==> src/router_ingress_pkg.sv <==
/* Word width and partition depth are fixed here and shared by RTL and testbench.
   A partition keeps one slot free, so at most part_depth-1 words wait per port. */

package router_ingress_pkg;

    ////////////////////
    // Sizes

    localparam int bus_bytes  = 8;
    localparam int bus_byte_w = $clog2(bus_bytes);
    localparam int part_depth = 64;
    localparam int part_ptr_w = $clog2(part_depth);
    localparam int max_ports  = 4;
    localparam int port_id_w  = $clog2(max_ports);
    // 11 bits cover a 1500 byte MTU
    localparam int len_w      = 11;
    // Buffer address is {port, partition pointer}
    localparam int buf_addr_w = port_id_w + part_ptr_w;

    ////////////////////
    // Scalar types

    typedef logic [bus_bytes*8-1:0] word_data_t;
    typedef logic [bus_bytes-1:0]   keep_t;
    typedef logic [part_ptr_w-1:0]  part_ptr_t;
    typedef logic [port_id_w-1:0]   port_id_t;
    typedef logic [len_w-1:0]       len_t;
    typedef logic [buf_addr_w-1:0]  buf_addr_t;

    ////////////////////
    // Records

    typedef struct packed {
        word_data_t data;
        keep_t      keep;
        logic       last;
    } stream_word_t;

    // One entry per committed packet
    typedef struct packed {
        part_ptr_t last_ptr;
        len_t      byte_len;
    } pkt_attr_t;

    typedef struct packed {
        port_id_t port_id;
        len_t     byte_len;
    } ing_meta_t;

    typedef struct packed {
        word_data_t data;
        keep_t      keep;
        logic       last;
        ing_meta_t  meta;
    } ing_out_t;

endpackage

==> src/ingress_write_sched.sv <==
/* One port is ready per cycle in fixed rotation, so each port gets 1/num_ports of the bus.
   A packet that does not fit its partition is dropped whole and flagged on overflow. */

`timescale 1ns/1ps

module ingress_write_sched #(
    parameter int num_ports = router_ingress_pkg::max_ports
) (
    input  logic                             ing_bus,
    input  logic                             rst_n,
    input  router_ingress_pkg::stream_word_t in_word [num_ports],
    input  logic [num_ports-1:0]             in_valid,
    output logic [num_ports-1:0]             in_ready,
    input  router_ingress_pkg::part_ptr_t    word_rd_ptr [num_ports],
    output logic                             word_wr_en,
    output router_ingress_pkg::buf_addr_t    word_wr_addr,
    output router_ingress_pkg::word_data_t   word_wr_data,
    output logic                             attr_wr_en,
    output router_ingress_pkg::buf_addr_t    attr_wr_addr,
    output router_ingress_pkg::pkt_attr_t    attr_wr_data,
    output router_ingress_pkg::part_ptr_t    attr_wr_ptr [num_ports],
    output logic [num_ports-1:0]             overflow
);

    import router_ingress_pkg::*;

    typedef logic [len_w-bus_byte_w-1:0] wcnt_t;

    localparam port_id_t last_port = port_id_t'(num_ports - 1);

    // Per-port state
    port_id_t             wr_sel;
    part_ptr_t            wr_ptr [num_ports];
    part_ptr_t            commit_ptr [num_ports];
    wcnt_t                wcnt [num_ports];
    logic [num_ports-1:0] drop;

    // Selected port this cycle
    stream_word_t        cur_word;
    logic                accept;
    part_ptr_t           cur_ptr;
    part_ptr_t           nxt_ptr;
    logic                full;
    logic [bus_byte_w:0] keep_cnt;
    pkt_attr_t           attr_enc;

    // Attribute pipeline
    logic      attr_pend_en;
    pkt_attr_t attr_pend;
    port_id_t  attr_pend_port;
    port_id_t  attr_wr_port;

    ////////////////////
    // Slot selection

    always_comb begin
        in_ready         = '0;
        in_ready[wr_sel] = 1'b1;
    end

    assign cur_word = in_word[wr_sel];
    assign accept   = in_valid[wr_sel];
    assign cur_ptr  = wr_ptr[wr_sel];
    assign nxt_ptr  = cur_ptr + 1'b1;

    // Leave one slot free so the word the reader is fetching is never overwritten
    assign full = (nxt_ptr == word_rd_ptr[wr_sel]);

    always_comb begin
        keep_cnt = '0;
        for (int i = 0; i < bus_bytes; i++) begin
            keep_cnt = keep_cnt + cur_word.keep[i];
        end
    end

    // Full words so far plus the bytes of the current word
    assign attr_enc.last_ptr = cur_ptr;
    assign attr_enc.byte_len = {wcnt[wr_sel], {bus_byte_w{1'b0}}} + len_t'(keep_cnt);

    ////////////////////
    // Pointers and drop

    always_ff @(posedge ing_bus) begin
        if (!rst_n) begin
            wr_sel       <= '0;
            wr_ptr       <= '{default: '0};
            commit_ptr   <= '{default: '0};
            wcnt         <= '{default: '0};
            drop         <= '0;
            attr_wr_ptr  <= '{default: '0};
            overflow     <= '0;
            word_wr_en   <= 1'b0;
            attr_pend_en <= 1'b0;
            attr_wr_en   <= 1'b0;
        end else begin
            wr_sel       <= (wr_sel == last_port) ? '0 : wr_sel + 1'b1;
            overflow     <= '0;
            word_wr_en   <= 1'b0;
            attr_pend_en <= 1'b0;
            attr_wr_en   <= attr_pend_en;

            if (accept) begin
                if (full || drop[wr_sel]) begin
                    // Discard until the last word, then rewind to the committed point
                    drop[wr_sel]   <= ~cur_word.last;
                    wr_ptr[wr_sel] <= commit_ptr[wr_sel];
                    if (cur_word.last) begin
                        overflow[wr_sel] <= 1'b1;
                    end
                end else begin
                    word_wr_en     <= 1'b1;
                    wr_ptr[wr_sel] <= nxt_ptr;
                    if (cur_word.last) begin
                        attr_pend_en       <= 1'b1;
                        commit_ptr[wr_sel] <= nxt_ptr;
                    end
                end

                if (cur_word.last) begin
                    wcnt[wr_sel] <= '0;
                end else begin
                    wcnt[wr_sel] <= wcnt[wr_sel] + 1'b1;
                end
            end

            // Packet becomes visible to the reader on the attribute write edge
            if (attr_wr_en) begin
                attr_wr_ptr[attr_wr_port] <= attr_wr_ptr[attr_wr_port] + 1'b1;
            end
        end
    end

    ////////////////////
    // Memory write data

    always_ff @(posedge ing_bus) begin
        word_wr_addr   <= {wr_sel, cur_ptr};
        word_wr_data   <= cur_word.data;
        attr_pend      <= attr_enc;
        attr_pend_port <= wr_sel;
        attr_wr_data   <= attr_pend;
        attr_wr_port   <= attr_pend_port;
    end

    // Live pointer, so back-to-back commits on one port land in separate entries
    assign attr_wr_addr = {attr_wr_port, attr_wr_ptr[attr_wr_port]};

endmodule

==> config.mk <==
export PLATFORM = sky130hd
export DESIGN_NAME = ingress_write_sched
export DESIGN_NICKNAME = d
export VERILOG_FILES = /design/src/router_ingress_pkg.sv /design/src/ingress_write_sched.sv
export SDC_FILE = /design/constraint.sdc
export NUM_CORES = 1
export LEC_CHECK = 0
export BUFFER_PORTS_ARGS = -buffer_cell sky130_fd_sc_hd__clkbuf_2
export CAP_MARGIN = 20
export CORE_AREA = 2 2 176 178
export DETAILED_ROUTE_END_ITERATION = 8
export DIE_AREA = 0 0 178 180
export HOLD_SLACK_MARGIN = 0.02
export MAX_ROUTING_LAYER = met4
export PLACE_DENSITY = 0.6
export SYNTH_ARGS = -nofsm -noshare
export SYNTH_HDL_FRONTEND = slang
export SYNTH_SLANG_ARGS = --single-unit
export TNS_END_PERCENT = 100
==> constraint.sdc <==
create_clock -name ing_bus -period 12.4 [get_ports ing_bus]
set_clock_uncertainty 0.2 [all_clocks]
set_input_delay 2.48 -clock ing_bus [delete_from_list [all_inputs] [get_ports ing_bus]]
set_output_delay 2.48 -clock ing_bus [all_outputs]
set_load 0.02 [all_outputs]
==> reports/qor.yml <==
outcome:
  status: "complete, no violations"
sta:
  finalSetupViolations: 0
  period_share_pct: 44.87
  final_hold_viol_count: 0
  tightest_slew_ns: 1.152
  relSlewSlack_pct: 23.18
  final_max_slew_viol_count: 0
  min_period_ns: 5.564
  fin_worst_hold_slack_ns: 0.1285
  max_freq_mhz: 179.7
  rsz0062_at_grt: "no"
  tns_ns: 0
global_routing:
  met3_usage_pct: 16.65
  grtUsageMet2_pct: 37.09
  grt_usage_pct: 25.40
  grt.busiest_layer: "met2"
  antenna_found_initial: 13
  first_global_vias: 8379
  grt-ovfl-total: 0
  grt_max_degree: 120
  met1_usage_pct: 29.43
  grt_pass1_wl_microns: 57070
placed_design:
  postPlaceCellArea_sq_mm: 0.01238
  io_buffers: 452
  hpwl_microns: 32650
  globalplace.congestion: 0.9695
synth:
  synth_seq_area_share_pct: 44.51
  synth_fp_nets: 1153
  ys_types: 43
  synth_edf_count: 0
  ys_seq_elements: 219
  syn_area_per_cell_sq_um: 12.06
  synth_async_sr_flop_share_pct: 0
  syn_inst: 817
  yosys_warnings: 0
  synth_flop_cell: "dfxtp_1"
  synthesis.area_sq_mm: 0.009849
clock_network:
  clkTransAtPathRegs_ns: 0.06
  cts-root-buf: "clkbuf_16"
  htree_levels: 1
  post_cts_resize_count: 0
  postCtsSetupRepairBufs: 0
  cts_tree: "done"
  cts_buffer_depth: 3
  cts_hold_buffers: 0
  cts_buffers: 25
  cts.sinks: 219
  clkLatencyLatePin_ns: 0.53
pwr:
  switching_power_mw: 0.6648
  clkPwrFrac_pct: 33.9
  seq_power_share_pct: 40.1
  p_per_area_mw_per_mm2: 156.8
  finalPower_mw: 2.066
  p_int_mw: 1.401
  swShare_pct: 32.19
  vdd_drop_max_mv: 0.09794
  combPwrFrac_pct: 26.0
  leakagePower_nw: 6.202
final_layout:
  drive_gt1_share_pct: 48.57
  finish.instance_area_sq_mm: 0.01317
  utilization_pct: 43.64
  layout_common_cells: "clkbuf_2, dfxtp_1, mux4_2, nand2_1, o211a_1"
  fin_nets: 1578
  layout_commonest_cell: "clkbuf_2"
  area_growth_pct: 33.75
setup_path:
  cp_slowest_stage_delay_ns: 0.54
  timing.rr.end: "wr_ptr[13]"
  r2r-start: "wr_sel[1]"
  crit_top_cell: "inv_1"
  crit_type: "input port to flop"
  crit_end: "attr_pend[10]"
  cp_data_arrival_time_ns: 5.81
  r2r_slack_ns: 7.58
  worst_setup_path_start_kind: "input port"
  crit_required_ns: 12.65
  crit_slowest_cell: "fa_1"
  crit_chain: "clkbuf_2 > mux4_2 > inv_1 > fa_1 > inv_1 > fa_1 > inv_1 > fa_1 > inv_1 > ha_1 > inv_1 > fa_1 > nor2b_1 > nand2_1 > nor2_1 > xor2_1"
  crit_path_max_fanout: 4
  critPathCaptureType: "flop"
  reg2reg_depth: 10
  critPathLaunch: "in_word[74]"
drt:
  antenna_left: 0
  via_per_inst: 5.013
  wl_per_cell_microns: 24.45
  first_pass_iters: 5
  drt_iter0_drc: 604
  drc: 0
  drt-total-wl_microns: 40740
  routed-via-count: 8351
floorplanning:
  core.rowCount: 64
  fp.dieH_microns: 180
  boundaryPins: 453
  initial_core_util_pct: 32.63
  die_w_microns: 178
  die-area_sq_mm: 0.03204
  core_sq_mm: 0.03019
worst_hold_path:
  hold_class: "flop to flop"
  worstHoldStart: "attr_pend[2]"
run:
  cap_violations: 0
[cells in the mapped netlist, types with 11 or more instances]
cell | number | area, sq um
a21oi_1 | 16 | 80.08
and2_1 | 34 | 212.7
buf_2 | 13 | 65.06
clkbuf_1 | 34 | 127.6
dfxtp_1 | 219 | 4384
inv_1 | 19 | 71.32
mux2i_1 | 17 | 170.2
mux4_2 | 105 | 2365
nand2_1 | 104 | 390.4
nand3_1 | 21 | 105.1
nor2_1 | 26 | 97.59
nor2b_1 | 14 | 87.58
o211a_1 | 48 | 480.5
o21ai_0 | 39 | 195.2
xnor2_1 | 17 | 148.9
xor2_1 | 11 | 96.34
[worst max-delay path: cells and delay by family]
family,cells,cell delay (ns)
XOR/XNOR,1,0.15
adder cells (fa/ha/maj),5,2.09
buffers and inverters,6,0.40
multiplexers,1,0.23
AND/OR/NAND/NOR,3,0.47
[worst min-delay path by stage]
stage / cells past startpoint / slack, ns / to
after floorplan: 0 / 0.11 / attr_wr_data[0]
after global placement: 0 / 0.12 / attr_wr_data[0]
after detailed placement: 0 / 0.11 / attr_wr_data[2]
after CTS: 0 / 0.13 / attr_wr_data[2]
after global routing: 0 / 0.13 / attr_wr_data[2]
final: 0 / 0.13 / attr_wr_data[2]
[stage by stage]
stage	instances	setup slack [ns]
after floorplan	817	6.626
after CTS	1654	6.837
after global routing	1665	6.621
final	1666	6.836
after detailed placement	1611	6.301
after global placement	1611	6.329
[cells by family after synthesis]
| logic type | Yosys count | share of synthesized area, % |
|---|---|---|
| simple gates | 215 | 10.24 |
| mux | 124 | 25.97 |
| fa+ha+maj | 14 | 2.083 |
| xor+xnor | 32 | 3.404 |
| buf+inv | 80 | 3.595 |
| compound gates | 133 | 10.20 |
| flops | 219 | 44.51 |
[state kept, by name, indices dropped and copies added (netlist names)]
| name | count |
|---|---|
| attr_pend | 16 |
| attr_pend_en | 1 |
| attr_pend_port | 2 |
| attr_wr_data | 17 |
| attr_wr_en | 1 |
| attr_wr_port | 2 |
| attr_wr_ptr | 24 |
| commit_ptr | 24 |
| drop | 4 |
| overflow | 4 |
| wcnt | 32 |
| word_wr_addr | 1 |
| word_wr_data | 64 |
| word_wr_en | 1 |
| wr_ptr | 24 |
| wr_sel | 2 |
[layout make-up]
type / count / area [sq um]
diodes: 12 / 30.03
clock buffers: 39 / 738.2
clock inverters: 4 / 21.27
fillers: 2957 / 17020
inverters: 19 / 71.32
multi-input cells: 518 / 5111
flip-flops and latches: 219 / 4392
well taps: 396 / 495.5
repair buffers: 459 / 2315
[power groups by stage]
stage          Sequential, mW  Combinational, mW  Clock, mW
5_1_grt                 0.835              0.581      0.743
3_3_place_gp            0.842              0.533          0
6_report                0.828              0.536      0.701
2_1_floorplan           0.878              0.279          0
3_5_place_dp            0.841              0.536          0
4_1_cts                 0.828              0.539      0.718
[per-layer routing]
metal  share of wire [%]  wire, microns
met2                  44          17820
met4                 1.6            641
met3                  16           6704
met5                   0              0
met1                  38          15570
No activity file was read; power rests on OpenSTA's default activity.
