**src/router_ingress_pkg.sv**
```systemverilog
/* Word width and partition depth are fixed here and shared by RTL and testbench.
   A partition keeps one slot free, so at most part_depth-1 words wait per port. */

package router_ingress_pkg;

    ////////////////////
    // Sizes

    localparam int bus_bytes  = 8;
    localparam int bus_byte_w = $clog2(bus_bytes);
    localparam int part_depth = 64;
    localparam int part_ptr_w = $clog2(part_depth);
    localparam int max_ports  = 4;
    localparam int port_id_w  = $clog2(max_ports);
    // 11 bits cover a 1500 byte MTU
    localparam int len_w      = 11;
    // Buffer address is {port, partition pointer}
    localparam int buf_addr_w = port_id_w + part_ptr_w;

    ////////////////////
    // Scalar types

    typedef logic [bus_bytes*8-1:0] word_data_t;
    typedef logic [bus_bytes-1:0]   keep_t;
    typedef logic [part_ptr_w-1:0]  part_ptr_t;
    typedef logic [port_id_w-1:0]   port_id_t;
    typedef logic [len_w-1:0]       len_t;
    typedef logic [buf_addr_w-1:0]  buf_addr_t;

    ////////////////////
    // Records

    typedef struct packed {
        word_data_t data;
        keep_t      keep;
        logic       last;
    } stream_word_t;

    // One entry per committed packet
    typedef struct packed {
        part_ptr_t last_ptr;
        len_t      byte_len;
    } pkt_attr_t;

    typedef struct packed {
        port_id_t port_id;
        len_t     byte_len;
    } ing_meta_t;

    typedef struct packed {
        word_data_t data;
        keep_t      keep;
        logic       last;
        ing_meta_t  meta;
    } ing_out_t;

endpackage

```
**src/ingress_read_sched.sv**
```systemverilog
/* No back-pressure on the output; a packet streams out on consecutive cycles once started.
   Output lags the issue decision by two cycles. */

`timescale 1ns/1ps

module ingress_read_sched #(
    parameter int num_ports = router_ingress_pkg::max_ports
) (
    input  logic                           ing_bus,
    input  logic                           rst_n,
    input  router_ingress_pkg::part_ptr_t  attr_wr_ptr [num_ports],
    output router_ingress_pkg::buf_addr_t  attr_rd_addr,
    input  router_ingress_pkg::pkt_attr_t  attr_rd_data,
    output router_ingress_pkg::buf_addr_t  word_rd_addr,
    input  router_ingress_pkg::word_data_t word_rd_data,
    output router_ingress_pkg::part_ptr_t  word_rd_ptr [num_ports],
    output logic                           out_valid,
    output router_ingress_pkg::ing_out_t   out_word
);

    import router_ingress_pkg::*;

    localparam port_id_t last_port = port_id_t'(num_ports - 1);

    port_id_t  rd_sel;
    port_id_t  nxt_sel;
    part_ptr_t attr_rd_ptr [num_ports];
    logic      pkt_ready;
    logic      issue_last;

    // Stage 0 holds the issued read address
    logic     s0_valid;
    logic     s0_last;
    len_t     s0_len;
    port_id_t s0_port;
    keep_t    last_keep;

    // Stage 1 drives the output
    logic       s1_valid;
    logic       s1_last;
    len_t       s1_len;
    port_id_t   s1_port;
    word_data_t s1_data;
    keep_t      s1_keep;

    ////////////////////
    // Poll and issue

    assign nxt_sel      = (rd_sel == last_port) ? '0 : rd_sel + 1'b1;
    assign attr_rd_addr = {rd_sel, attr_rd_ptr[rd_sel]};

    // Empty test lives here only
    assign pkt_ready  = (attr_rd_ptr[rd_sel] != attr_wr_ptr[rd_sel]);
    assign issue_last = (word_rd_ptr[rd_sel] == attr_rd_data.last_ptr);

    always_ff @(posedge ing_bus) begin
        if (!rst_n) begin
            rd_sel      <= '0;
            attr_rd_ptr <= '{default: '0};
            word_rd_ptr <= '{default: '0};
            s0_valid    <= 1'b0;
            s0_last     <= 1'b0;
            s1_valid    <= 1'b0;
            s1_last     <= 1'b0;
        end else begin
            s0_valid <= pkt_ready;
            s0_last  <= pkt_ready && issue_last;
            s1_valid <= s0_valid;
            s1_last  <= s0_last;

            if (pkt_ready) begin
                word_rd_ptr[rd_sel] <= word_rd_ptr[rd_sel] + 1'b1;
                // Stay on this port until the whole packet is issued
                if (issue_last) begin
                    attr_rd_ptr[rd_sel] <= attr_rd_ptr[rd_sel] + 1'b1;
                    rd_sel              <= nxt_sel;
                end
            end else begin
                rd_sel <= nxt_sel;
            end
        end
    end

    ////////////////////
    // Keep for the last word

    always_comb begin
        last_keep = '0;
        for (int i = 0; i < bus_bytes; i++) begin
            if (i < s0_len[bus_byte_w-1:0]) begin
                last_keep[i] = 1'b1;
            end
        end
        // Length a multiple of the word size
        if (s0_len[bus_byte_w-1:0] == '0) begin
            last_keep = '1;
        end
    end

    ////////////////////
    // Data pipeline

    always_ff @(posedge ing_bus) begin
        word_rd_addr <= {rd_sel, word_rd_ptr[rd_sel]};
        s0_len       <= attr_rd_data.byte_len;
        s0_port      <= rd_sel;

        s1_len  <= s0_len;
        s1_port <= s0_port;
        s1_data <= word_rd_data;
        s1_keep <= s0_last ? last_keep : '1;
    end

    assign out_valid             = s1_valid;
    assign out_word.data         = s1_data;
    assign out_word.keep         = s1_keep;
    assign out_word.last         = s1_last;
    assign out_word.meta.port_id = s1_port;
    assign out_word.meta.byte_len = s1_len;

endmodule

```
**config.mk**
```make
export PLATFORM = sky130hd
export DESIGN_NAME = ingress_read_sched
export DESIGN_NICKNAME = d
export VERILOG_FILES = /design/src/router_ingress_pkg.sv /design/src/ingress_read_sched.sv
export SDC_FILE = /design/constraint.sdc
export NUM_CORES = 1
export LEC_CHECK = 0
export ABC_AREA = 1
export BUFFER_PORTS_ARGS = -buffer_cell sky130_fd_sc_hd__buf_2
export CORE_MARGIN = 2
export CORE_UTILIZATION = 47
export CTS_CLUSTER_SIZE = 16
export DETAILED_ROUTE_END_ITERATION = 8
export MAX_ROUTING_LAYER = met4
export PLACE_DENSITY = 0.85
export SLEW_MARGIN = 20
export SYNTH_ARGS = -nofsm -noshare
export SYNTH_HDL_FRONTEND = slang
export SYNTH_SLANG_ARGS = --single-unit
```
**constraint.sdc**
```tcl
create_clock -name ing_bus -period 2.6 [get_ports ing_bus]
set_clock_uncertainty 0.1 [all_clocks]
set_input_delay 0.26 -clock ing_bus [delete_from_list [all_inputs] [get_ports ing_bus]]
set_output_delay 0.26 -clock ing_bus [all_outputs]
set_load 0.05 [all_outputs]
```
==> results.md <==
Run status:
- The flow ran to the end, and the final reports show no timing, DRC or antenna violations.

Global routing:
- The total track usage is 30.5%.
- The aggregate global routing overflow is 0.
- Entering global routing, the biggest net connects 51 pins.
- The via count of the first global-routing pass is 5706.
- The initial antenna violation count is 2.
- The first global-routing pass estimated approximately 29000 um of wire.

Timing:
- The final cycle utilization of the critical path is 93.2%.
- Setup repair after global routing left no endpoint under its margin.
- The sum of negative setup slack is 0 ns.
- The worst path needs 2.42 ns of the cycle, external delays included.
- The total count of hold-check failures in the final report is 0.
- Based on the critical path, the design can be clocked at up to 413 MHz.
- Setup violations remaining at the end of the flow were counted as 0.
- The slack of the critical path is 0.176 ns.
- The slew at the pin closest to its max-slew limit is between 0.9 and 1 ns.
- The max-slew violation total from the final report came to 0.
- The headroom to the max-slew limit is roughly 40%.

Power and ir drop:
- The largest vdd supply drop is 822 uV.
- The power per cell area is 987 nW/um2.
- The static power due to leakage is 4.29 nW.

Drt:
- The detailed router put a total of 6440 um of wire on met1.
- The average wire per cell in the routed design is roughly 16 um.
- Signal routing reaches up to met4.
- In the detailed route, the total length drawn on met3 is 1330 um.
- In this run, the number of DRC markers left after iteration 0 of detailed routing was between 400 and 500.
- After detailed routing, the met2 layer carries 10100 um of wire.
- For this block, the via count after detailed routing is 5784.
- After detailed routing, the number of vias per cell comes to 4.94.
- The pre-antenna-repair detailed-routing pass consisted of 6 iterations.
- After detailed routing, the number of remaining DRC violations is 0.
- In this run the remaining antenna-violating nets after routing total 0.
- The total wire length after detailed routing is 18800 um.

Clocking:
- Counting along the longest clock path gives a buffer depth of 2.
- The buffer cell driving the clock tree root is sky130_fd_sc_hd__clkbuf_16.
- The number of CTS-inserted buffers is 17.
- The later pin in the worst-skew pair is clocked with a latency of approximately 0.43 ns.
- The count of H-tree levels built during CTS is 4.
- The tree built by TritonCTS fans out to 158 sinks.
- The post-CTS clock slew at the launch and capture registers of the worst setup and hold paths is ~0.080 ns.
- The CTS tree is done.

Critical path:
- The delay of the slowest critical-path stage is 0.35 ns.
- For the worst setup path, the data arrival time is 2.65 ns.
- The critical path starts at rd_sel[0]$_SDFFE_PN0P_.
- The worst setup path is captured at a flip-flop.
- Setup slack on the worst reg-to-reg path comes out at 0.18 ns.
- The worst register-to-register path begins at rd_sel[0]$_SDFFE_PN0P_.
- The required time of the critical path is 2.82 ns.
- The slowest stage of the critical path is the sky130_fd_sc_hd__dfxtp_2 cell.
- In this run the worst setup path terminates at word_rd_ptr[22]$_SDFFE_PN0P_.
- The highest net fanout along the worst path is 30.
- Counting stages on the worst path, the most repeated cell is sky130_fd_sc_hd__nand2_1.
- The worst setup path is of the flip-flop to flip-flop kind.
- The critical path contains buffers and inverters numbering 4 combined.
- The worst setup path is launched from a flip-flop.
- The kind of cell with the highest combined delay along the critical path is simple AND/OR/NAND/NOR gates.
- The worst register-to-register path has a depth of 14.
- The endpoint identified for the worst register-to-register timing path is word_rd_ptr[22]$_SDFFE_PN0P_.
- The signal on the critical path passes through inv_4 -> buf_12 -> nand2_1 -> nand3_1 -> nand2_1 -> inv_1 -> ha_1 -> inv_1 -> nor2_1 -> nand2_1 -> xor2_2 -> nand2_1 -> nand2_1 -> nor2_1.
- The cell count along the critical path is 14.

Synth:
- The cell count after synthesis is 691.
- Dividing the synthesized area by the synthesized cell count gives 8.01 um2.
- Synthesis instantiated 22 different standard cells from the library.
- After synthesis, the largest area contributor takes up approximately 57% of total cell area.
- After synthesis the cells add up to 5530 um2.
- The number of nets in the synthesized netlist is 804.
- The total of flip-flops plus latches after synthesis is 158.
- Of all cell types, the one taking the most synthesized area is sky130_fd_sc_hd__dfxtp_1.
- The proportion of synthesized chip area in sequential cells is around 57%.
- After synthesis, the cell types taking the most area are sky130_fd_sc_hd__dfxtp_1 (57%), sky130_fd_sc_hd__nand2_1 (17%), sky130_fd_sc_hd__nor2_1 (6.3%), sky130_fd_sc_hd__nand3_1 (4.2%), sky130_fd_sc_hd__inv_1 (3.9%).
- During synthesis, Yosys emitted a total of 0 warnings.

Cells and area:
- Cells with a size suffix above 1 make up between 20% and 30% of the layout.
- The top cell types in the final layout, fill and taps aside, are sky130_fd_sc_hd__nand2_1 (247), sky130_fd_sc_hd__buf_2 (233), sky130_fd_sc_hd__dfxtp_1 (156).
- Across the whole layout, storage elements account for between 3000 and 4000 um2.
- The end-of-flow core utilization is 71.9%.
- The most common cell after layout, fill and taps aside is sky130_fd_sc_hd__nand2_1.
- The relative area change from synthesis to final layout is 49.1%.
- In the final design database the tool counted 1125 nets.
- Fill cells in the final layout number 789.
- The multi-input gate area in the final layout is 2030 um2.
- The count of cells in the finished layout, fillers not included, comes to 1170.

Place:
- The routability-driven placement congestion ratio is 0.838.
- Prior to clock tree synthesis, the placed netlist has a worst setup slack of approximately 0.19 ns.
- Once detailed placement completed, the half-perimeter wirelength came to 10700 um.
- The count of input and output buffers is 233.
- The count of placed standard cells including taps is 1056.

Hold path:
- The min-delay analysis places its worst path in the category flip-flop to flip-flop.
- The cell depth of the worst hold path is 0.

Die:
- In this run the count of I/O pins placed on the die edge is 234.
- The die is 113 um wide.
- The initialized floorplan defines 39 standard-cell rows.
- The core box area is 11500 um2.
- Once the floorplan was initialized, standard cells occupied 48.3% of the core.
- The die extent in y is around 110 um.
- The die covers 12700 um2.

Flow run:
- Max-cap violations in this run came to 0.
## cells by family (layout without fill, tap and decap cells)
kind of cell	count (synthesis)	in the layout	synth area share [%]
AOI/OAI and AO/OA	21	21	1.90
and+or+nand+nor	413	414	31.4
buffers and inverters	83	416	6.67
xor gates and xnor gates	9	9	1.42
other	1	3	0.0678
adders and majority gates	6	6	1.36
DFF	158	158	57.2
## stage by stage
stage	area [um2]	hold WS, ns	power (mW)
floorplan	5540	0.188	4.80
global placement	6850	0.210	5.41
detailed placement	6850	0.213	5.46
CTS	8190	0.203	7.97
global route	8250	0.225	8.48
finish	8250	0.225	8.14
## cells in the mapped netlist
cell type	n
sky130_fd_sc_hd__nand2_1	247
sky130_fd_sc_hd__buf_4	7
sky130_fd_sc_hd__inv_2	4
sky130_fd_sc_hd__nand2_2	4
sky130_fd_sc_hd__o21ai_0	16
sky130_fd_sc_hd__nand3_1	46
sky130_fd_sc_hd__nor2_2	1
sky130_fd_sc_hd__nor2_8	1
sky130_fd_sc_hd__buf_2	7
sky130_fd_sc_hd__nand3_4	4
sky130_fd_sc_hd__conb_1	1
sky130_fd_sc_hd__inv_1	57
sky130_fd_sc_hd__xnor2_1	3
sky130_fd_sc_hd__nor2_1	93
sky130_fd_sc_hd__a21oi_1	5
sky130_fd_sc_hd__nand4_1	13
sky130_fd_sc_hd__ha_1	6
sky130_fd_sc_hd__buf_6	3
sky130_fd_sc_hd__xor2_1	6
sky130_fd_sc_hd__clkbuf_1	5
sky130_fd_sc_hd__dfxtp_1	158
sky130_fd_sc_hd__nand3b_1	4
## repair_timing
item / 4_1_cts / 5_1_grt
hold endpoints to repair: 75 / 0
buffers inserted: 0 / 4
hold buffers: 75 / 0
endpoints found under the setup margin: 0 / 29
resized for setup: 0 / 4
## layer usage
metal	up-vias	track usage (%)
met4	0	18.7
met2	319	54.3
met3	66	5.89
li1	2775	-
met1	2624	30.8
met5	-	-
## sequential cells by signal (all words and copies together) (netlist names)
signal        flops
s1_keep           8
s1_port           2
rd_sel            2
s1_len           11
out_valid         1
word_rd_ptr      24
word_rd_addr      6
attr_rd_ptr      24
s0_port           2
s1_data          64
s0_valid          1
s0_last           1
s1_last           1
s0_len           11
## final cells by class
type                    count  area share [%]
repair buffers            323            24.9
clock buffers              17            5.16
clock inverters            15            1.94
multi-input cells         451            24.6
well taps                 143            2.17
diodes                      2          0.0607
inverters                  61            2.81
flip-flops and latches    158            38.4
## power by group
part / internal (mW) / leakage (nW) / switching [mW]
Sequential: 2.66 / 1.31 / 0.146
Combinational: 0.781 / 2.69 / 2.10
Clock: 1.29 / 0.290 / 1.16
## worst min path at each step
stage                                  from                 end  slack, ns
after global placement    s0_len[4]$_DFF_P_   s1_len[4]$_DFF_P_       0.21
after CTS                  attr_rd_data[15]  s0_last$_SDFF_PN0_       0.20
after floorplan             attr_rd_data[0]   s0_len[0]$_DFF_P_       0.19
after global routing      s0_len[6]$_DFF_P_   s1_len[6]$_DFF_P_       0.22
final                     s0_len[6]$_DFF_P_   s1_len[6]$_DFF_P_       0.23
after detailed placement  s0_len[6]$_DFF_P_   s1_len[6]$_DFF_P_       0.21
Note: power is estimated with default switching activity, not from simulation.
